==> src/hello_config.svh <==
/*
   Widths and constants of the hello-world PCIe slave port
   Single 32-bit register, one access in flight, no bursts
   Lane bits select one 32-bit word of the 512-bit data bus
*/
`ifndef HELLO_CONFIG_SVH
`define HELLO_CONFIG_SVH

// --------------------------------------------------------------------
// PCIe slave port
// --------------------------------------------------------------------
`define PCIS_DATA_W    512
`define PCIS_ADDR_W    64
`define PCIS_ID_W      5
`define PCIS_STRB_W    (`PCIS_DATA_W / 8)

// Address bits that pick the 32-bit lane
`define LANE_SEL_LSB   2
`define LANE_SEL_MSB   5

// --------------------------------------------------------------------
// Config bus and register map
// --------------------------------------------------------------------
`define CFG_DATA_W     32
`define CFG_ADDR_W     8

`define HELLO_ADDR     8'h00
`define HELLO_RST_VAL  32'h0000_0000
`define CFG_BAD_RDATA  32'hffff_ffff

`endif

==> src/pcis_pkg.sv <==
/*
   Types of the PCIe slave port and its controller
   Only the OKAY response is ever returned
*/
`include "hello_config.svh"

package pcis_pkg;

   // Slave controller states
   typedef enum logic [2:0]
   {
      SLV_IDLE    = 3'd0,
      SLV_WR_ADDR = 3'd1,
      SLV_CYC     = 3'd2,
      SLV_RESP    = 3'd3
   } slv_state_t;

   // AXI response codes
   typedef enum logic [1:0]
   {
      RESP_OKAY   = 2'b00,
      RESP_EXOKAY = 2'b01,
      RESP_SLVERR = 2'b10,
      RESP_DECERR = 2'b11
   } pcis_resp_t;

   typedef logic [`PCIS_DATA_W-1:0] pcis_data_t;
   typedef logic [`PCIS_ADDR_W-1:0] pcis_addr_t;
   typedef logic [`PCIS_ID_W-1:0]   pcis_id_t;

endpackage

==> src/cfg_pkg.sv <==
/*
   Types of the internal config bus
   One command pulse per access, answered by a one-cycle ack
*/
`include "hello_config.svh"

package cfg_pkg;

   // Config bus opcodes
   typedef enum logic [1:0]
   {
      CFG_NOP = 2'd0,
      CFG_WR  = 2'd1,
      CFG_RD  = 2'd2
   } cfg_cmd_t;

   typedef logic [`CFG_DATA_W-1:0] cfg_data_t;
   typedef logic [`CFG_ADDR_W-1:0] cfg_addr_t;

   // Register map
   localparam cfg_addr_t HELLO_REG = `HELLO_ADDR;

endpackage

==> src/pcis_wr_capture.sv <==
/*
   Holds address and ID of the pending write
   The write word follows wdata combinationally, so wdata must stay
   valid until wready as the handshake requires
*/
`timescale 1ns/1ps
`include "hello_config.svh"

module pcis_wr_capture
   import pcis_pkg::*, cfg_pkg::*;
(
   input  logic       clk,
   input  logic       sync_rst_n,
   input  logic       capture,
   input  pcis_addr_t awaddr,
   input  pcis_id_t   awid,
   input  pcis_data_t wdata,
   output pcis_addr_t wr_addr,
   output pcis_id_t   wr_id,
   output cfg_data_t  wr_word
);

   logic [`LANE_SEL_MSB-`LANE_SEL_LSB:0] wr_lane;

   // --------------------------------------------------------------------
   // Address and ID hold
   // --------------------------------------------------------------------
   always_ff @(posedge clk)
   begin
      if (!sync_rst_n)
      begin
         wr_addr <= '0;
         wr_id   <= '0;
      end
      else if (capture)
      begin
         wr_addr <= awaddr;
         wr_id   <= awid;
      end
   end

   // --------------------------------------------------------------------
   // Lane extraction
   // --------------------------------------------------------------------
   assign wr_lane = wr_addr[`LANE_SEL_MSB:`LANE_SEL_LSB];

   // Pick the 32-bit word named by the held address
   assign wr_word = wdata[wr_lane*`CFG_DATA_W +: `CFG_DATA_W];

endmodule

==> src/pcis_rd_capture.sv <==
/*
   Holds address and ID of the pending read
   Read data sits in the lane the read address names; all other
   lanes are zero
*/
`timescale 1ns/1ps
`include "hello_config.svh"

module pcis_rd_capture
   import pcis_pkg::*, cfg_pkg::*;
(
   input  logic       clk,
   input  logic       sync_rst_n,
   input  logic       capture,
   input  pcis_addr_t araddr,
   input  pcis_id_t   arid,
   input  cfg_data_t  rd_word,
   output pcis_addr_t rd_addr,
   output pcis_id_t   rd_id,
   output pcis_data_t rdata
);

   logic [`LANE_SEL_MSB-`LANE_SEL_LSB:0] rd_lane;

   always_ff @(posedge clk)
   begin
      if (!sync_rst_n)
      begin
         rd_addr <= '0;
         rd_id   <= '0;
      end
      else if (capture)
      begin
         rd_addr <= araddr;
         rd_id   <= arid;
      end
   end

   assign rd_lane = rd_addr[`LANE_SEL_MSB:`LANE_SEL_LSB];

   // Place the returned word, zero elsewhere
   always_comb
   begin
      rdata = '0;
      rdata[rd_lane*`CFG_DATA_W +: `CFG_DATA_W] = rd_word;
   end

endmodule

==> src/pcis_slave_fsm.sv <==
/*
   Slave controller, one access in flight, write has fixed priority
   Issues a single config command per access and waits for its ack
   Response is held in SLV_RESP until bready or rready
*/
`timescale 1ns/1ps
`include "hello_config.svh"

module pcis_slave_fsm
   import pcis_pkg::*, cfg_pkg::*;
(
   input  logic       clk,
   input  logic       sync_rst_n,
   input  logic       awvalid,
   input  logic       wvalid,
   input  logic       bready,
   input  logic       arvalid,
   input  logic       rready,
   input  pcis_addr_t wr_addr,
   input  pcis_addr_t rd_addr,
   input  cfg_data_t  wr_word,
   input  logic       cfg_ack,
   input  cfg_data_t  cfg_rdata,
   output logic       capture,
   output logic       awready,
   output logic       wready,
   output logic       arready,
   output logic       bvalid,
   output logic       rvalid,
   output pcis_resp_t bresp,
   output pcis_resp_t rresp,
   output cfg_data_t  rd_word,
   output cfg_data_t  cfg_wdata,
   output cfg_cmd_t   cfg_cmd,
   output cfg_addr_t  cfg_addr
);

   slv_state_t slv_state;
   slv_state_t slv_state_nxt;

   logic       cyc_wr;       // Current access is a write
   logic       did_req;      // Command already sent for this access
   logic       req_valid;
   logic       rsp_ready;
   logic       issue;
   pcis_addr_t mx_addr;

   assign capture   = (slv_state == SLV_IDLE) && (awvalid || arvalid);
   assign req_valid = cyc_wr ? wvalid : 1'b1;
   assign rsp_ready = cyc_wr ? bready : rready;
   assign mx_addr   = cyc_wr ? wr_addr : rd_addr;
   assign issue     = (slv_state == SLV_CYC) && req_valid && !did_req;

   // --------------------------------------------------------------------
   // Arbitration and state machine
   // --------------------------------------------------------------------
   always_ff @(posedge clk)
   begin
      if (!sync_rst_n)
         cyc_wr <= 1'b0;
      else if (slv_state == SLV_IDLE)
         cyc_wr <= awvalid;
   end

   always_comb
   begin
      slv_state_nxt = slv_state;
      case (slv_state)
         SLV_IDLE:
         begin
            if (awvalid)
               slv_state_nxt = SLV_WR_ADDR;
            else if (arvalid)
               slv_state_nxt = SLV_CYC;
         end
         SLV_WR_ADDR:
            slv_state_nxt = SLV_CYC;
         SLV_CYC:
         begin
            if (cfg_ack)
               slv_state_nxt = SLV_RESP;
         end
         SLV_RESP:
         begin
            if (rsp_ready)
               slv_state_nxt = SLV_IDLE;
         end
         default:
            slv_state_nxt = SLV_IDLE;
      endcase
   end

   always_ff @(posedge clk)
   begin
      if (!sync_rst_n)
         slv_state <= SLV_IDLE;
      else
         slv_state <= slv_state_nxt;
   end

   // --------------------------------------------------------------------
   // Config command, one registered pulse per access
   // --------------------------------------------------------------------
   always_ff @(posedge clk)
   begin
      if (!sync_rst_n)
      begin
         did_req <= 1'b0;
         cfg_cmd <= CFG_NOP;
      end
      else
      begin
         did_req <= (slv_state != SLV_IDLE) && (did_req || issue);
         if (issue)
            cfg_cmd <= cyc_wr ? CFG_WR : CFG_RD;
         else
            cfg_cmd <= CFG_NOP;
      end
   end

   always_ff @(posedge clk)
   begin
      if (issue)
      begin
         cfg_addr  <= mx_addr[`CFG_ADDR_W-1:0];
         cfg_wdata <= wr_word;
      end
   end

   // Returned data is valid with the ack
   always_ff @(posedge clk)
   begin
      if (cfg_ack)
         rd_word <= cfg_rdata;
   end

   // --------------------------------------------------------------------
   // Handshake back to the host
   // --------------------------------------------------------------------
   always_ff @(posedge clk)
   begin
      if (!sync_rst_n)
         awready <= 1'b0;
      else
         awready <= (slv_state_nxt == SLV_WR_ADDR);
   end

   // High in the last SLV_CYC cycle only
   assign wready  = (slv_state == SLV_CYC) && cfg_ack && cyc_wr;
   assign arready = (slv_state == SLV_CYC) && cfg_ack && !cyc_wr;

   assign bvalid = (slv_state == SLV_RESP) && cyc_wr;
   assign rvalid = (slv_state == SLV_RESP) && !cyc_wr;
   assign bresp  = RESP_OKAY;
   assign rresp  = RESP_OKAY;

endmodule

==> src/cfg_reg_block.sv <==
/*
   Hello-world register behind the config bus
   Every write updates it, whatever the address
   Reads return it byte-reversed at HELLO_ADDR, all ones elsewhere
*/
`timescale 1ns/1ps
`include "hello_config.svh"

module cfg_reg_block
   import cfg_pkg::*;
(
   input  logic      clk,
   input  logic      sync_rst_n,
   input  cfg_cmd_t  cfg_cmd,
   input  cfg_addr_t cfg_addr,
   input  cfg_data_t cfg_wdata,
   output logic      cfg_ack,
   output cfg_data_t cfg_rdata
);

   cfg_cmd_t  cmd_q;
   cfg_addr_t addr_q;
   cfg_data_t wdata_q;
   cfg_data_t hello_q;

   // --------------------------------------------------------------------
   // Command capture, held until the ack goes out
   // --------------------------------------------------------------------
   always_ff @(posedge clk)
   begin
      if (!sync_rst_n)
         cmd_q <= CFG_NOP;
      else if (cfg_cmd != CFG_NOP)
         cmd_q <= cfg_cmd;
      else if (cfg_ack)
         cmd_q <= CFG_NOP;
   end

   always_ff @(posedge clk)
   begin
      if (cfg_cmd != CFG_NOP)
      begin
         addr_q  <= cfg_addr;
         wdata_q <= cfg_wdata;
      end
   end

   // Two cycles after the command
   always_ff @(posedge clk)
   begin
      if (!sync_rst_n)
         cfg_ack <= 1'b0;
      else
         cfg_ack <= (cmd_q != CFG_NOP) && !cfg_ack;
   end

   // --------------------------------------------------------------------
   // Hello-world register and readback
   // --------------------------------------------------------------------
   always_ff @(posedge clk)
   begin
      if (!sync_rst_n)
         hello_q <= `HELLO_RST_VAL;
      else if ((cmd_q == CFG_WR) && !cfg_ack)
         hello_q <= wdata_q;
   end

   always_ff @(posedge clk)
   begin
      case (addr_q)
         HELLO_REG:
            cfg_rdata <= {hello_q[7:0], hello_q[15:8], hello_q[23:16], hello_q[31:24]};
         default:
            cfg_rdata <= `CFG_BAD_RDATA;
      endcase
   end

endmodule

==> src/cl_hello_world.sv <==
/*
   Hello-world custom logic with a single-beat PCIe slave port
   Write address and data must be presented together; no bursts
   wstrb is ignored and rlast is always high
*/
`timescale 1ns/1ps
`include "hello_config.svh"

module cl_hello_world
   import pcis_pkg::*, cfg_pkg::*;
(
   input  logic                    clk,
   input  logic                    sync_rst_n,

   input  pcis_id_t                awid,
   input  pcis_addr_t              awaddr,
   input  logic                    awvalid,
   output logic                    awready,

   input  pcis_data_t              wdata,
   input  logic [`PCIS_STRB_W-1:0] wstrb,
   input  logic                    wvalid,
   output logic                    wready,

   output pcis_id_t                bid,
   output pcis_resp_t              bresp,
   output logic                    bvalid,
   input  logic                    bready,

   input  pcis_id_t                arid,
   input  pcis_addr_t              araddr,
   input  logic                    arvalid,
   output logic                    arready,

   output pcis_id_t                rid,
   output pcis_data_t              rdata,
   output pcis_resp_t              rresp,
   output logic                    rlast,
   output logic                    rvalid,
   input  logic                    rready
);

   logic       capture;
   pcis_addr_t wr_addr;
   pcis_addr_t rd_addr;
   cfg_data_t  wr_word;
   cfg_data_t  rd_word;

   // Config bus
   cfg_cmd_t   cfg_cmd;
   cfg_addr_t  cfg_addr;
   cfg_data_t  cfg_wdata;
   logic       cfg_ack;
   cfg_data_t  cfg_rdata;

   // Single beat only
   assign rlast = 1'b1;

   // --------------------------------------------------------------------
   // Request capture
   // --------------------------------------------------------------------
   pcis_wr_capture i_wr_capture (
      .clk        (clk),
      .sync_rst_n (sync_rst_n),
      .capture    (capture),
      .awaddr     (awaddr),
      .awid       (awid),
      .wdata      (wdata),
      .wr_addr    (wr_addr),
      .wr_id      (bid),
      .wr_word    (wr_word)
   );

   pcis_rd_capture i_rd_capture (
      .clk        (clk),
      .sync_rst_n (sync_rst_n),
      .capture    (capture),
      .araddr     (araddr),
      .arid       (arid),
      .rd_word    (rd_word),
      .rd_addr    (rd_addr),
      .rd_id      (rid),
      .rdata      (rdata)
   );

   // --------------------------------------------------------------------
   // Slave controller and register
   // --------------------------------------------------------------------
   pcis_slave_fsm i_slave_fsm (
      .clk        (clk),
      .sync_rst_n (sync_rst_n),
      .awvalid    (awvalid),
      .wvalid     (wvalid),
      .bready     (bready),
      .arvalid    (arvalid),
      .rready     (rready),
      .wr_addr    (wr_addr),
      .rd_addr    (rd_addr),
      .wr_word    (wr_word),
      .cfg_ack    (cfg_ack),
      .cfg_rdata  (cfg_rdata),
      .capture    (capture),
      .awready    (awready),
      .wready     (wready),
      .arready    (arready),
      .bvalid     (bvalid),
      .rvalid     (rvalid),
      .bresp      (bresp),
      .rresp      (rresp),
      .rd_word    (rd_word),
      .cfg_wdata  (cfg_wdata),
      .cfg_cmd    (cfg_cmd),
      .cfg_addr   (cfg_addr)
   );

   cfg_reg_block i_cfg_reg_block (
      .clk        (clk),
      .sync_rst_n (sync_rst_n),
      .cfg_cmd    (cfg_cmd),
      .cfg_addr   (cfg_addr),
      .cfg_wdata  (cfg_wdata),
      .cfg_ack    (cfg_ack),
      .cfg_rdata  (cfg_rdata)
   );

endmodule

==> config.mk <==
export PLATFORM = sky130hd
export DESIGN_NAME = cl_hello_world
export DESIGN_NICKNAME = d
export VERILOG_FILES = /design/src/pcis_pkg.sv /design/src/cfg_pkg.sv /design/src/pcis_wr_capture.sv /design/src/pcis_rd_capture.sv /design/src/pcis_slave_fsm.sv /design/src/cfg_reg_block.sv /design/src/cl_hello_world.sv
export VERILOG_INCLUDE_DIRS = /design/src
export SDC_FILE = /design/constraint.sdc
export NUM_CORES = 1
export LEC_CHECK = 0
export BUFFER_PORTS_ARGS = -buffer_cell sky130_fd_sc_hd__buf_2
export CAP_MARGIN = 25
export CELL_PAD_IN_SITES_DETAIL_PLACEMENT = 1
export CELL_PAD_IN_SITES_GLOBAL_PLACEMENT = 1
export CORE_AREA = 8 8 479 481
export DETAILED_ROUTE_END_ITERATION = 8
export DIE_AREA = 0 0 487 489
export HOLD_SLACK_MARGIN = 0.06
export PLACE_DENSITY_LB_ADDON = 0.1
export RECOVER_POWER = 100
export SLEW_MARGIN = 0
export SYNTH_ARGS = -nofsm -noshare
export SYNTH_HDL_FRONTEND = slang
export SYNTH_HIERARCHICAL = 1
export SYNTH_SLANG_ARGS = --single-unit
==> constraint.sdc <==
create_clock -name clk -period 7.8 [get_ports clk]
set_input_delay 1.56 -clock clk [delete_from_list [all_inputs] [get_ports clk]]
set_output_delay 1.56 -clock clk [all_outputs]
set_load 0.05 [all_outputs]
======== Word level (Yosys, flattened, before mapping) ========
Index checks and enable logic that the tools add are counted.
W data, S select, Z words.
word-level totals
  bits in registers ....................... 213
  logic and storage cells ................. 62
  bits of input ports ..................... 721
cells by class
  muxes and demuxes ....................... 11
  $add $sub $neg .......................... 1
  shifts and indexed selects .............. 3
  bitwise logic cells ..................... 1
  reduce and logical (&&, ||, !) cells .... 23
  equal/unequal tests ..................... 5
operators with widths
  operator                     number
  $and A512 B512 Y512          1
  $shift A32 B34 Y512 const A  1
  $shiftx A32 B34 Y512         1
  $shiftx A512 B10 Y32         1
  $neg A9 Y34                  1
  $mux W3                      4
  $pmux W3 S4                  1
  $logic_and A1 B1 Y1          11
  $logic_not A8 Y1             1
  $mux W8                      1
  $eq A3 B1 Y1 const B         2
  $eq A3 B2 Y1 const B         2
  $mux W2                      3
  $reduce_bool A2 Y1           3
  $logic_not A1 Y1             3
  $logic_not A3 Y1             1
  $reduce_bool A3 Y1           1
  $eq A2 B1 Y1 const B         1
  $logic_or A1 B1 Y1           2
  $mux W1                      2
  $reduce_and A2 Y1            1

======== Longest topological paths before layout ========
  depth after elaboration ................. 5
  depth in mapped cells ................... 9
  gate-level depth less buffers ........... 5

======== Cells and area by module ========
The synthesis kept the hierarchy.
by module, submodules not included
  module           area each (um^2)  cells each  sequential area each (um^2)  times used
  pcis_rd_capture  6717.7            972         1381.3                       1
  pcis_wr_capture  6273.5            493         1381.3                       1
  cfg_reg_block    3584.7            262         2542.4                       1
  pcis_slave_fsm   2661.3            124         2322.2                       1
  cl_hello_world   11.3              2           0.0                          1

======== Worst setup path after synthesis ========
OpenSTA, ideal clock, no wires.
  path kind ............................... register -> output
  start point ............................. reg i_rd_capture.rd_addr[4]
  end point ............................... out rdata[386]
  stages on the path, launching flop included .. 8
  slack ................................... 3.269 ns
  buffers on the path ..................... 3
  data arrival time ....................... 2.971 ns
  cells stage by stage .................... dfxtp_1 > buf_6 > nor3_1 > ha_1 > or2_0 > buf_2 > buf_1 > nor4_1
on the way
  cells in the longest elaborated chain, start to end .. 3
  elaborated cells on any way between the ends .. 4
RTL lines
  what                                                         line                   RTL
  start: declaration                                           pcis_rd_capture.sv:18  output pcis_addr_t rd_addr,
  start signal: assignment                                     pcis_rd_capture.sv:34  rd_addr <= araddr;
  $neg A9 Y34 *                                                pcis_rd_capture.sv:45  rdata[rd_lane*`CFG_DATA_W +: `CFG_DATA_W] = rd_word;
  $shiftx A32 B34 Y512 or $shift A32 B34 Y512 (tied branches)  pcis_rd_capture.sv:45
  $and A512 B512 Y512 (no line) *                              -
  end: declaration                                             cl_hello_world.sv:36   output pcis_data_t rdata,
Mark *: on every way between the ends. The rest lies on a longest branch, timed or not.

======== Worst setup path after layout ========
  start point ............................. reg i_rd_capture.rd_addr[3]
  end point ............................... out rdata[65]
Same word-level chain as after synthesis.

==> impl_metrics.yaml <==
timing:
  skew_ps: 12.9
  worst_pin_slew_ps: 3120
  timing.setup.tns_ps: 0
  max_freq_mhz: 154
  max_slew_margin_pct: -108
  final_hold_viol_count: 0
  rsz0062_at_grt: "false"
  timing.final.crit_period_ps: 6490
  fin_ws_ps: 1310
  holdWs_ps: 403
  finalCritPeriodShare_pct: 83.3
  final-max-slew-violation-count: 535
  setup_viol: 0
clock_tree:
  clock-sinks: 213
  cts_buffer_depth: 3
  cts.htree.levels: 1
  postCtsHoldBufs: 0
  numCtsBuffers: 27
  cts_tree: "done"
  clock_latency_ps: 570
  clk_pin_slew_ps: 60
  clockRootBuffer: "clkbuf_16"
  ctsResizeCount: 0
  postCtsSetupBuffers: 0
final_layout:
  utilization_pct: 10.9
  layout-drive-gt1-share_pct: 35.3
  areaGrowthSynthToFinish_pct: 60.5
  nets: 3199
pwr:
  sw_frac_of_total_pct: 33.5
  power_frac_clock_pct: 36.2
  switchingPower_mw: 1.12
  p_leak_nw: 7.87
  p_total_mw: 3.33
  p_seq_share_pct: 36.9
  combPwrFrac_pct: 27.0
  intPower_mw: 2.22
  irDropWorstVdd_uv: 145
  power_density_nw_per_um2: 138
synthesis:
  syn_inst: 1499
  ys_warn_count: 6
  synthesis.area_um2: 15100
  syn_avg_cell_area_um2: 10.1
setup_path:
  cp_max_fo: 64
  crit_path_end_kind: "primary output"
  r2r_start: "i_wr_capture/wr_addr[2]"
  rr_endpoint: "i_slave_fsm/cfg_wdata[1]"
  reg2reg_slack_ps: 3340
  cp.required_ps: 6240
  worstPathArrival_ps: 4930
  critPathKind: "flop to primary output"
  crit_path_start_kind: "flop"
  r2r_cells: 4
routing:
  viasPerCell: 3.07
  wl_um: 155000
  first_pass_iters: 5
  drc: 0
  initialDrtViolationCount: 775
  vias: 17000
  wl_per_cell_um: 28.0
  ant_nets: 0
global_route:
  grt_pass1_vias: 18500
  antenna_found_initial: 178
  grtUsageTotal_pct: 12.2
  grt-ovfl-total: 0
  grt_max_degree: 106
  grt_pass1_wl_um: 198000
hold_path:
  hold_class: "flop to flop"
  hold_end: "i_slave_fsm/rd_word[27]"
  whs_path_depth: 0
  hold_start: "i_cfg_reg_block/cfg_rdata[27]"
placement:
  pre_cts_slack_ps: 2620
  dp_hpwl_um: 127000
  port_buffers: 1071
  gp_congestion: 0.793
floorplan:
  rows: 173
  die_x_um: 487
  die-area_um2: 238000
  initial_utilization_pct: 6.82
  core-area_um2: 221000
  die_h_um: 489
  boundaryPins: 1253
job:
  maxCapViolCount: 13
outcome:
  violations: "capacitance limit, slew limit"
  run_status: "complete, but fails checks"
power by group through the flow:
| stage | combinational, mW | sequential (mW) | clock [mW] |
|---|---|---|---|
| floorplan | 0.514 | 1.24 | 0 |
| global placement | 0.942 | 1.25 | 0 |
| detailed placement | 0.945 | 1.25 | 0 |
| CTS | 0.947 | 1.23 | 1.30 |
| global route | 0.969 | 1.23 | 1.33 |
| finish | 0.899 | 1.23 | 1.21 |
worst max path at each step:
| stage | from | endpoint | slack [ps] | cells past startpoint |
|---|---|---|---|---|
| final | i_rd_capture/rd_addr[3] | rdata[65] | 1310 | 7 |
| after global routing | i_rd_capture/rd_addr[3] | rdata[65] | 950 | 7 |
| after CTS | i_rd_capture/rd_addr[3] | rdata[265] | 1960 | 6 |
| after detailed placement | i_rd_capture/rd_addr[3] | rdata[265] | 2620 | 6 |
| after global placement | i_rd_capture/rd_addr[3] | rdata[462] | 2450 | 7 |
| after floorplan | i_rd_capture/rd_addr[4] | rdata[386] | 3270 | 7 |
worst max-delay path: stages, from the launching register on:
cell,delay (ps)
dfxtp_1,640
nor3_1,140
ha_1,800
nor2b_1,610
nand3_4,100
clkbuf_2,980
nor3b_1,500
clkbuf_1,520
stage by stage:
stage	instance area, um2	std cells
global placement	23800	5419
detailed placement	23900	5422
finish	24200	5539
global route	24100	5492
floorplan	15100	1503
CTS	24700	5472
cell usage in the layout (no fill, tap or decap), types with 59 or more instances in the layout:
cell type / n
nor3b_1: 164
nor2_1: 212
mux4_2: 128
a22oi_1: 64
nand2_1: 160
buf_2: 623
clkbuf_1: 467
dfxtp_1: 99
and2_1: 66
edfxtp_1: 112
diode_2: 67
mux2i_1: 59
area by class of cell:
cell class                      count  area (um2)
Inverter                            5        18.8
Antenna cell                       67         168
Sequential cell                   213        5390
Tap cell                         2975        3720
Timing Repair Buffer             1132        5290
Clock buffer                       43         786
Fill cell                       26400      197000
Multi-Input combinational cell   1097        8810
Clock inverter                      7        53.8
state kept, by name (all words and copies together), names as in the netlist, 8 cells and up:
signal / flops
i_cfg_reg_block/cfg_rdata: 32
i_cfg_reg_block/hello_q: 32
i_cfg_reg_block/wdata_q: 32
i_slave_fsm/cfg_wdata: 32
i_slave_fsm/rd_word: 32
i_cfg_reg_block/addr_q: 8
i_rd_capture/rd_addr: 8
i_slave_fsm/cfg_addr: 8
i_wr_capture/wr_addr: 8
layer usage:
layer | track usage, % | share of wire [%] | vias to the layer above
li1 | - | - | 7457
met1 | 13.1 | 37 | 8111
met2 | 23.1 | 51 | 1027
met3 | 4.22 | 8.7 | 307
met4 | 2.43 | 3.0 | 94
met5 | 0 | 0.39 | -
(Power assumes the default switching activity.)
